==> config.mk <==
export PLATFORM = sky130hd
export DESIGN_NAME = aim_top
export DESIGN_NICKNAME = d
export VERILOG_FILES = /design/src/aim_pkg.sv /design/src/cam_byte_packer.sv /design/src/pixel_fifo.sv /design/src/pixel_combine.sv /design/src/frame_tick.sv /design/src/aim_top.sv
export VERILOG_INCLUDE_DIRS = /design/src /design/src/include
export SDC_FILE = /design/constraint.sdc
export NUM_CORES = 1
export LEC_CHECK = 0
export ABC_AREA = 0
export BUFFER_PORTS_ARGS = -buffer_cell sky130_fd_sc_hd__buf_2
export CORE_ASPECT_RATIO = 0.8
export CORE_MARGIN = 4
export CORE_UTILIZATION = 35
export CTS_CLUSTER_SIZE = 20
export DETAILED_ROUTE_END_ITERATION = 8
export PLACE_DENSITY = 0.49
export SYNTH_ARGS = -nofsm -noshare
export SYNTH_HDL_FRONTEND = slang
export SYNTH_HIERARCHICAL = 1
export SYNTH_SLANG_ARGS = --single-unit
==> constraint.sdc <==
create_clock -name clk -period 2.5 [get_ports clk]
set_input_delay 0.25 -clock clk [delete_from_list [all_inputs] [get_ports clk]]
set_output_delay 0.25 -clock clk [all_outputs]
set_load 0.1 [all_outputs]
==> src/include/aim_settings.svh <==
`ifndef AIM_SETTINGS_SVH
`define AIM_SETTINGS_SVH

// Entries in each camera FIFO
`define AIM_FIFO_DEPTH 8

// Released pairs between two buffer ticks
`define AIM_TICK_PAIRS 16

// RGB565 pixel
`define AIM_PIX_W 16

`endif

==> src/aim_pkg.sv <==
`include "aim_settings.svh"

package aim_pkg;

    // Two cameras on the stereo board
    localparam int N_CAM = 2;

    // Raw byte as it comes off the camera bus
    typedef logic [7:0] cam_byte_t;

    // One packed RGB565 pixel, high byte first on the wire
    typedef logic [`AIM_PIX_W-1:0] pixel_t;

endpackage : aim_pkg

==> src/cam_byte_packer.sv <==
`timescale 1ns/1ps

module cam_byte_packer
    import aim_pkg::*;
(
    input  logic      clk      ,
    input  logic      rst_n    ,

    input  logic      vsync    ,
    input  logic      href     ,
    input  logic      byte_en  ,
    input  cam_byte_t data     ,

    output logic      pix_valid,
    output pixel_t    pix
);

    logic      have_hi;
    cam_byte_t hi_byte;
    logic      byte_ok;

    // Byte is only taken inside an active line
    assign byte_ok = byte_en && href;

    always_ff @(posedge clk or negedge rst_n) begin
        if (!rst_n) begin
            have_hi   <= 1'b0;
            pix_valid <= 1'b0;
        end else begin
            pix_valid <= 1'b0;
            if (vsync) begin
                // Frame boundary drops any half pixel
                have_hi <= 1'b0;
            end else if (!href) begin
                have_hi <= 1'b0;
            end else if (byte_ok) begin
                if (have_hi) begin
                    have_hi   <= 1'b0;
                    pix_valid <= 1'b1;
                end else begin
                    have_hi <= 1'b1;
                end
            end
        end
    end

    // Payload registers
    always_ff @(posedge clk) begin
        if (byte_ok && !vsync) begin
            if (have_hi) begin
                pix <= {hi_byte, data};
            end else begin
                hi_byte <= data;
            end
        end
    end

    // Two bytes per pixel, so strobes can never be back to back
    a_no_double_strobe: assert property (
        @(posedge clk) disable iff (!rst_n)
        pix_valid |=> !pix_valid
    );

endmodule : cam_byte_packer

==> src/pixel_fifo.sv <==
`timescale 1ns/1ps

`include "aim_settings.svh"

module pixel_fifo
    import aim_pkg::*;
#(
    parameter int DEPTH = `AIM_FIFO_DEPTH
) (
    input  logic   clk     ,
    input  logic   rst_n   ,

    input  logic   wr      ,
    input  pixel_t wdata   ,

    input  logic   rd      ,
    output pixel_t rdata   ,

    output logic   empty   ,
    output logic   overflow
);

    localparam int PTR_W = (DEPTH > 1) ? $clog2(DEPTH) : 1;
    localparam int CNT_W = $clog2(DEPTH + 1);
    localparam logic [PTR_W-1:0] PTR_LAST = PTR_W'(DEPTH - 1);
    localparam logic [CNT_W-1:0] CNT_FULL = CNT_W'(DEPTH);

    pixel_t           mem [DEPTH];
    logic [PTR_W-1:0] wr_ptr;
    logic [PTR_W-1:0] rd_ptr;
    logic [CNT_W-1:0] count;
    logic             full;
    logic             do_wr;
    logic             do_rd;

    assign full  = (count == CNT_FULL);
    assign empty = (count == '0);
    assign do_wr = wr && !full;
    assign do_rd = rd && !empty;
    assign rdata = mem[rd_ptr];

    always_ff @(posedge clk or negedge rst_n) begin
        if (!rst_n) begin
            wr_ptr   <= '0;
            rd_ptr   <= '0;
            count    <= '0;
            overflow <= 1'b0;
        end else begin
            if (do_wr) begin
                wr_ptr <= (wr_ptr == PTR_LAST) ? '0 : wr_ptr + 1'b1;
            end
            if (do_rd) begin
                rd_ptr <= (rd_ptr == PTR_LAST) ? '0 : rd_ptr + 1'b1;
            end
            if (do_wr && !do_rd) begin
                count <= count + 1'b1;
            end else if (do_rd && !do_wr) begin
                count <= count - 1'b1;
            end
            // Sticky until reset, the pixel itself is lost
            if (wr && full) begin
                overflow <= 1'b1;
            end
        end
    end

    always_ff @(posedge clk) begin
        if (do_wr) begin
            mem[wr_ptr] <= wdata;
        end
    end

    a_no_read_empty: assert property (
        @(posedge clk) disable iff (!rst_n)
        rd |-> !empty
    );

endmodule : pixel_fifo

==> src/pixel_combine.sv <==
`timescale 1ns/1ps

module pixel_combine
    import aim_pkg::*;
(
    input  logic                 clk       ,
    input  logic                 rst_n     ,

    input  logic   [N_CAM-1:0]   pix_valid ,
    input  pixel_t [N_CAM-1:0]   pix       ,

    output logic                 pair_valid,
    output pixel_t               pixel_1   ,
    output pixel_t               pixel_2   ,

    output logic   [N_CAM-1:0]   overflow
);

    logic   [N_CAM-1:0] fifo_empty;
    logic   [N_CAM-1:0] fifo_rd;
    pixel_t [N_CAM-1:0] fifo_rdata;
    logic               both_ready;

    // Pop only when every camera has a pixel waiting
    assign both_ready = ~|fifo_empty;

    for (genvar i = 0; i < N_CAM; i++) begin : g_fifo
        assign fifo_rd[i] = both_ready;

        pixel_fifo u_fifo (
            .clk     (clk          ),
            .rst_n   (rst_n        ),
            .wr      (pix_valid[i] ),
            .wdata   (pix[i]       ),
            .rd      (fifo_rd[i]   ),
            .rdata   (fifo_rdata[i]),
            .empty   (fifo_empty[i]),
            .overflow(overflow[i]  )
        );
    end

    always_ff @(posedge clk or negedge rst_n) begin
        if (!rst_n) begin
            pair_valid <= 1'b0;
        end else begin
            pair_valid <= both_ready;
        end
    end

    always_ff @(posedge clk) begin
        if (both_ready) begin
            pixel_1 <= fifo_rdata[0];
            pixel_2 <= fifo_rdata[1];
        end
    end

endmodule : pixel_combine

==> src/frame_tick.sv <==
`timescale 1ns/1ps

`include "aim_settings.svh"

module frame_tick (
    input  logic clk       ,
    input  logic rst_n     ,
    input  logic pair_valid,
    output logic tick
);

    localparam int CNT_W = ($clog2(`AIM_TICK_PAIRS) > 0) ? $clog2(`AIM_TICK_PAIRS) : 1;
    localparam logic [CNT_W-1:0] CNT_LAST = CNT_W'(`AIM_TICK_PAIRS - 1);

    logic [CNT_W-1:0] cnt;

    always_ff @(posedge clk or negedge rst_n) begin
        if (!rst_n) begin
            cnt  <= '0;
            tick <= 1'b0;
        end else begin
            tick <= 1'b0;
            if (pair_valid) begin
                if (cnt == CNT_LAST) begin
                    // Wrap and mark one buffer period
                    cnt  <= '0;
                    tick <= 1'b1;
                end else begin
                    cnt <= cnt + 1'b1;
                end
            end
        end
    end

endmodule : frame_tick

==> src/aim_top.sv <==
`timescale 1ns/1ps

module aim_top
    import aim_pkg::*;
(
    input  logic                   clk        ,
    input  logic                   rst_n      ,

    // Camera i on bit / element i
    input  logic      [N_CAM-1:0]  cam_vsync  ,
    input  logic      [N_CAM-1:0]  cam_href   ,
    input  logic      [N_CAM-1:0]  cam_byte_en,
    input  cam_byte_t [N_CAM-1:0]  cam_data   ,

    output logic                   pair_valid ,
    output pixel_t                 pixel_1    ,
    output pixel_t                 pixel_2    ,
    output logic      [N_CAM-1:0]  overflow   ,

    output logic                   tick
);

    logic   [N_CAM-1:0] pix_valid;
    pixel_t [N_CAM-1:0] pix;

    for (genvar i = 0; i < N_CAM; i++) begin : g_cam
        cam_byte_packer u_packer (
            .clk      (clk           ),
            .rst_n    (rst_n         ),
            .vsync    (cam_vsync[i]  ),
            .href     (cam_href[i]   ),
            .byte_en  (cam_byte_en[i]),
            .data     (cam_data[i]   ),
            .pix_valid(pix_valid[i]  ),
            .pix      (pix[i]        )
        );
    end

    // Stereo alignment
    pixel_combine u_pixel_combine (
        .clk       (clk       ),
        .rst_n     (rst_n     ),
        .pix_valid (pix_valid ),
        .pix       (pix       ),
        .pair_valid(pair_valid),
        .pixel_1   (pixel_1   ),
        .pixel_2   (pixel_2   ),
        .overflow  (overflow  )
    );

    frame_tick u_frame_tick (
        .clk       (clk       ),
        .rst_n     (rst_n     ),
        .pair_valid(pair_valid),
        .tick      (tick      )
    );

endmodule : aim_top

==> impl_metrics.env, run 1 <==
export IMPL_start_util=0.356
export IMPL_fin_crit_sh=0.980
export IMPL_n_antenna_cell=0
export IMPL_ir_drop_mv=0.593
export IMPL_reg2reg_slack_ns=0.05
export IMPL_skew_ns=0.0233
export IMPL_ys_types=39
export IMPL_multi_input_area_sq_mm=0.00326
export IMPL_netlist_area_sq_mm=0.0141
export IMPL_die_h_um=188
export IMPL_hold_viol_final=0
export IMPL_critPathMaxFanout=5
export IMPL_synth_seq_cells=368
export IMPL_grt_max_degree=36
export IMPL_cts_buffers=38
export IMPL_hold_class="in -> reg"
export IMPL_maxSlewViolCount=0
export IMPL_final_fill_count=3427
export IMPL_cap_violations=0
export IMPL_cp_required_ns=2.89
export IMPL_wl_per_cell_um=20.8
export IMPL_dieArea_sq_mm=0.0436
export IMPL_clock_latency_ns=0.53
export IMPL_setup_tns_ns=0
export IMPL_area_delta_synth_final_pct=20.2
export IMPL_routed_wl_um=27700
export IMPL_drive_above_1_share=0.331
export IMPL_synth_avg_cell_area_sq_um=22.7
export IMPL_dp_cells=1236
export IMPL_die_w_um=233
export IMPL_clk_pin_slew_ns=0.06
export IMPL_finalNonFillerCells=1331
export IMPL_hpwl_um=16300
export IMPL_synth_ff_type="edfxtp_1"
export IMPL_dr_pass1_iters=6
export IMPL_max_freq_ghz=0.408
export IMPL_syn_inst=621
export IMPL_setup_viol_count_final=0
export IMPL_ys_warn_count=6
export IMPL_rsz0062_at_grt="yes"
export IMPL_worstPathArrival_ns=2.84
export IMPL_port_buffers=59
export IMPL_synth_async_sr_flop_share=0.0870
export IMPL_drc=0
export IMPL_min_path_cells=2
export IMPL_cts_tree="built"
export IMPL_grt_pass1_wl_um=42400
export IMPL_status="finished clean"
export IMPL_antenna_found_initial=0
export IMPL_worst_slew_margin_rel=0.481
export IMPL_final_seq_area_sq_mm=0.0109
export IMPL_gp_congestion=0.711
export IMPL_vias_per_cell=4.86
export IMPL_cts_max_level=2
export IMPL_grt_usage=0.128
export IMPL_worstRegToRegCells=9
export IMPL_ant_nets=0
export IMPL_startpoint_type="flip-flop"
export IMPL_core_area_sq_mm=0.0396
export IMPL_setup_worst_path_class="reg -> reg"
export IMPL_overflow=0
export IMPL_grt_pass1_vias=6999
export IMPL_synth_nets=662
export IMPL_min_from="cam_href[0]"
export IMPL_holdPathEnd="g_cam[0].u_packer/have_hi"
export IMPL_rr_endpoint="u_pixel_combine/g_fifo[0].u_fifo/count[3]"
export IMPL_first_iter_violations=478
export IMPL_fin_crit_ns=2.45
export IMPL_std_cell_rows=65
export IMPL_vias=6474
export IMPL_synth_edf_count=336
export IMPL_cp_end_kind="flip-flop"
export IMPL_clock_root_buffer="clkbuf_16"
export IMPL_leakage_nw=5.81
export IMPL_clockBufferDepth=3
export IMPL_worstMarginPinSlew_ns=0.779
export IMPL_io_pins=60
export IMPL_cts_sinks=368
export IMPL_r2r_start="u_pixel_combine/g_fifo[0].u_fifo/count[0]"
export IMPL_synth_seq_area_share=0.772
export IMPL_power_density_mw_per_mm2=1160
export IMPL_nNetsFinal=810
-- synthesized netlist by cell type (2+ instances only) --
master    number  share of area
edfxtp_1     336           0.71
mux4_1        46          0.086
mux2_2        44          0.035
dfrtp_1       32          0.057
mux4_2        18          0.029
ha_1          15          0.013
nor3_1        12         0.0043
clkbuf_1      11         0.0029
nor2_1        10         0.0027
buf_6          8         0.0064
nand2_1        8         0.0021
nand2b_1       7         0.0031
xnor2_1        7         0.0043
inv_1          6         0.0016
nand3_1        6         0.0021
a21oi_1        4         0.0014
and4b_2        4         0.0032
nor4_1         4         0.0018
o211ai_1       4         0.0021
o21ai_0        4         0.0014
a21o_1         3         0.0016
a2111o_1       2         0.0016
a41oi_1        2         0.0012
and4bb_2       2         0.0018
buf_2          2        0.00071
fa_1           2         0.0028
mux2i_1        2         0.0014
nand2_4        2         0.0016
nand3b_1       2         0.0011
nor3b_2        2         0.0018
o21bai_1       2         0.0011
o41ai_4        2         0.0039
or3_1          2        0.00089
or4_1          2         0.0011
or4b_4         2         0.0020
-- layer usage --
metal | vias to the layer above | part of all wire | GRT usage
met5 | - | 0 | 0
met4 | 0 | 0.020 | 0.0361
met3 | 40 | 0.039 | 0.0223
met2 | 105 | 0.49 | 0.211
met1 | 3408 | 0.45 | 0.177
li1 | 2921 | - | -
-- layout make-up --
type | instances | share of cell area
Sequential cell | 368 | 0.642
Inverter | 6 | 0.00177
Clock buffer | 50 | 0.0600
Multi-Input combinational cell | 225 | 0.192
Clock inverter | 16 | 0.00848
Tap cell | 536 | 0.0395
Timing Repair Buffer | 130 | 0.0555
-- power by group --
group	internal, W	switching (W)	total, W
Clock	0.00308	0.00220	0.00528
Combinational	0.00239	0.00409	0.00648
Sequential	0.00738	0.000456	0.00784
-- worst max-delay path by stage --
| stage | from | endpoint |
|---|---|---|
| 6_report | u_pixel_combine/g_fifo[0].u_fifo/count[0] | u_pixel_combine/g_fifo[0].u_fifo/count[3] |
| 5_1_grt | u_pixel_combine/g_fifo[1].u_fifo/count[1] | u_pixel_combine/g_fifo[1].u_fifo/count[3] |
| 4_1_cts | u_pixel_combine/g_fifo[1].u_fifo/count[1] | u_pixel_combine/g_fifo[0].u_fifo/count[3] |
| 3_5_place_dp | u_pixel_combine/g_fifo[1].u_fifo/count[1] | u_pixel_combine/g_fifo[1].u_fifo/count[3] |
| 3_3_place_gp | u_pixel_combine/g_fifo[1].u_fifo/count[1] | u_pixel_combine/g_fifo[1].u_fifo/count[3] |
| 2_1_floorplan | u_pixel_combine/g_fifo[1].u_fifo/count[1] | u_pixel_combine/g_fifo[1].u_fifo/count[3] |
-- logic make-up (layout without fill, tap and decap cells) --
group                    count (synthesis)  after routing  synth area share
AO/OA/AOI/OAI                           23             23            0.0144
XOR/XNOR                                 7              7           0.00434
AND/OR/NAND/NOR                         68             68            0.0308
buffers and inverters                   28            202            0.0119
flip-flops                             368            368             0.772
multiplexers                           110            110             0.151
adder cells (fa/ha/maj)                 17             17            0.0161
-- state kept, by name, summed over array words and instances (netlist names), 4 cells and up --
signal,cells
u_pixel_combine/g_fifo.u_fifo/mem,256
g_cam.u_packer/pix,32
g_cam.u_packer/hi_byte,16
u_pixel_combine/pixel_1,16
u_pixel_combine/pixel_2,16
u_pixel_combine/g_fifo.u_fifo/count,8
u_pixel_combine/g_fifo.u_fifo/rd_ptr,6
u_pixel_combine/g_fifo.u_fifo/wr_ptr,6
u_frame_tick/cnt,4
-- per-stage QoR --
| step | instance area [sq um] | hold WS (ns) | setup WS, ns | utilization | total power [W] |
|---|---|---|---|---|---|
| final | 17000 | 0.0252 | 0.0495 | 0.428 | 0.0196 |
| after floorplan | 14200 | -0.0456 | -0.0550 | - | 0.0128 |
| after detailed placement | 15500 | 0.369 | -0.0509 | 0.391 | 0.0143 |
| after global routing | 17000 | 0.0123 | -0.00861 | 0.428 | 0.0205 |
| after global placement | 15500 | 0.353 | 0.0622 | 0.391 | 0.0142 |
| after CTS | 16900 | 0.00456 | -0.00636 | 0.426 | 0.0198 |
-- cell usage in the layout (no fill, tap or decap), drive strengths merged, types with 11 or more instances in the layout --
cell type	n
ha	15
edfxtp	336
clkbuf	50
dlygate4sd3	20
mux4	64
mux2	44
clkinv	11
dfrtp	32
nor3	12
buf	110
-- timing repair --
action | CTS | global route
pin swaps | 2 | 10
resized for setup | 3 | 12
endpoints found under the hold margin | 66 | 0
buffers inserted | 6 | 3
endpoints found under the setup margin | 2 | 2
hold buffers | 20 | 0
-- worst max-delay path, stage by stage, from the launching register on --
cell and delay, ns:
dfrtp_2 0.44, or4b_4 0.57, nand2_4 0.08, inv_2 0.04, ha_4 0.17, inv_4 0.08, ha_4 0.21, or4_1 0.51
o211ai_1 0.10, o211ai_1 0.10
Power figures use the tool's default switching activity.
==> run 2: changes to the inputs <==
--- a/config.mk
+++ b/config.mk
@@ -9,7 +9,6 @@
 export ABC_AREA = 0
 export BUFFER_PORTS_ARGS = -buffer_cell sky130_fd_sc_hd__buf_2
 export CORE_ASPECT_RATIO = 0.8
-export CORE_MARGIN = 4
 export CORE_UTILIZATION = 35
 export CTS_CLUSTER_SIZE = 20
 export DETAILED_ROUTE_END_ITERATION = 8
==> run 2 against run 1 <==
Net effect: first-iteration DRC count rose by 6.7%; via count rose by 0.73%; critical path depth rose by 1; power rose by 3.3%; count of clock-buffer cells in the layout fell by 5; wire length rose by 0.46%.
==> impl_metrics.env, run 2 (synthesis results as in run 1) <==
export IMPL_cts_buffers=38
export IMPL_fin_hold_ws_ns=0.0684
export IMPL_grt_usage=0.140
export IMPL_r2r_start="u_pixel_combine/g_fifo[0].u_fifo/count[3]"
export IMPL_dr_pass1_iters=5
export IMPL_critPathMaxFanout=4
export IMPL_status="finished clean"
export IMPL_drive_above_1_share=0.345
export IMPL_place_area_sq_mm=0.0155
export IMPL_routed_wl_um=27900
export IMPL_ir_drop_mv=0.666
export IMPL_vias=6521
export IMPL_vias_per_cell=4.87
export IMPL_setup_viol_count_final=0
export IMPL_critPathLaunch="u_pixel_combine/g_fifo[0].u_fifo/count[3]"
export IMPL_grt_pass1_vias=6960
export IMPL_die_h_um=182
export IMPL_maxSlewViolCount=0
export IMPL_grt_max_degree=36
export IMPL_crit_chain="nor4_4 -> nor2_4 -> o41ai_4 -> ha_4 -> inv_4 -> buf_4 -> ha_1 -> nand3_1 -> a2111o_1 -> o211ai_1"
export IMPL_cp_end_kind="flip-flop"
export IMPL_grt_pass1_wl_um=42000
export IMPL_cts_tree="built"
export IMPL_cp_top_family="simple AND/OR/NAND/NOR gates"
export IMPL_fin_crit_ns=2.45
export IMPL_hpwl_um=16000
export IMPL_start_util=0.356
export IMPL_first_iter_violations=510
export IMPL_gp_congestion=0.738
export IMPL_antenna_found_initial=0
export IMPL_area_delta_synth_final_pct=21.4
export IMPL_critical_path_buf_inv_count=2
export IMPL_clock_latency_ns=0.54
export IMPL_fin_crit_sh=0.981
export IMPL_worstMarginPinSlew_ns=0.767
export IMPL_wl_per_cell_um=20.8
export IMPL_worstPathArrival_ns=2.89
export IMPL_final_fill_count=3399
export IMPL_die_w_um=227
export IMPL_startpoint_type="flip-flop"
export IMPL_cts_sinks=368
export IMPL_std_cell_rows=65
export IMPL_critPathMaxStageDelay_ns=0.44
export IMPL_leakage_nw=5.90
export IMPL_core_area_sq_mm=0.0396
export IMPL_min_from="cam_href[0]"
export IMPL_largest_reg_flops=256
export IMPL_cp_required_ns=2.93
export IMPL_port_buffers=59
export IMPL_setup_worst_path_class="reg -> reg"
export IMPL_drc=0
export IMPL_rsz0062_at_grt="yes"
export IMPL_largestRegisters="u_pixel_combine/g_fifo.u_fifo/mem: 256 flops, g_cam.u_packer/pix: 32 flops"
export IMPL_hold_viol_final=0
export IMPL_clock_root_buffer="clkbuf_16"
export IMPL_skew_ns=0.0206
export IMPL_top_register="u_pixel_combine/g_fifo.u_fifo/mem"
export IMPL_clockBufferDepth=3
export IMPL_cpMaxStageDelayCell="dfrtp_2"
export IMPL_io_pins=60
export IMPL_cts_max_level=2
export IMPL_max_freq_ghz=0.408
export IMPL_hold_class="in -> reg"
export IMPL_layout_commonest_cell="edfxtp_1"
export IMPL_layout_common_cells="336 x edfxtp_1, 59 x buf_2, 49 x buf_4, 46 x mux4_1, 44 x mux2_2"
export IMPL_ant_nets=0
export IMPL_nNetsFinal=815
export IMPL_dieArea_sq_mm=0.0411
export IMPL_cap_violations=0
export IMPL_worst_slew_margin_rel=0.489
export IMPL_stdcell_area_sq_mm=0.0171
export IMPL_overflow=0
export IMPL_n_antenna_cell=0
export IMPL_clk_pin_slew_ns=0.06
export IMPL_total_power_w=0.0203
export IMPL_power_density_mw_per_mm2=1180
[run 2: changes by cell type in the layout (fill, tap and decap cells not counted), sizes merged]
cell and delta:
buf +4, clkinv +4, bufinv +4, clkbuf -5
dlygate4sd3 +1
[run 2: cell type report]
type	count	area (sq um)	area share
clock buffers	45	977	0.0570
clock inverters	24	329	0.0192
inverters	6	27.5	0.00161
multi-input cells	225	3250	0.189
flip-flops and latches	368	10900	0.636
well taps	536	671	0.0391
repair buffers	135	985	0.0575
[run 2: per-layer routing]
layer  global-route usage  vias up  part of all wire  wire [um]
met4               0.0392        0             0.018        497
met5                    0        -                 0          0
li1                     -     2933                 -          -
met2                0.227      117              0.49      13600
met1                0.192     3429              0.46      12700
met3               0.0262       42             0.037       1020
[run 2: worst paths after layout]
kind,to,slack [ns],cells after the start
worst min register to register,g_cam[1].u_packer/pix[9],0.42,0
worst max-delay path,u_pixel_combine/g_fifo[0].u_fifo/count[3],0.05,10
worst min-delay path,g_cam[0].u_packer/pix_valid,0.07,2
max in group asynchronous,u_pixel_combine/g_fifo[0].u_fifo/count[3],1.63,2
worst max register to register,u_pixel_combine/g_fifo[0].u_fifo/count[3],0.05,10
min in group asynchronous,g_cam[1].u_packer/have_hi,0.32,2
[run 2: power by group]
group	total, W	internal (W)	leakage, nW	switching (W)
Sequential	0.00784	0.00738	3.46	0.000461
Combinational	0.00658	0.00248	1.81	0.00410
Clock	0.00583	0.00347	0.637	0.00236
[run 2: per-stage QoR]
step | std cells | TNS, ns | setup WS (ns) | utilization
3_3_place_gp | 1238 | 0 | 0.0491 | 0.390
6_report | 1339 | 0 | 0.0479 | 0.433
3_5_place_dp | 1238 | -0.0749 | -0.0675 | 0.390
2_1_floorplan | 621 | -0.0550 | -0.0550 | -
4_1_cts | 1330 | 0 | 0.0156 | 0.430
5_1_grt | 1339 | -0.0545 | -0.0484 | 0.433
[run 2: repair_timing]
item                                    4_1_cts  5_1_grt
setup buffers                                 2        9
hold buffers                                 21        0
endpoints found under the hold margin        66        0
endpoints found under the setup margin        2        2
resized for setup                             5       10
pin swaps                                     1        9
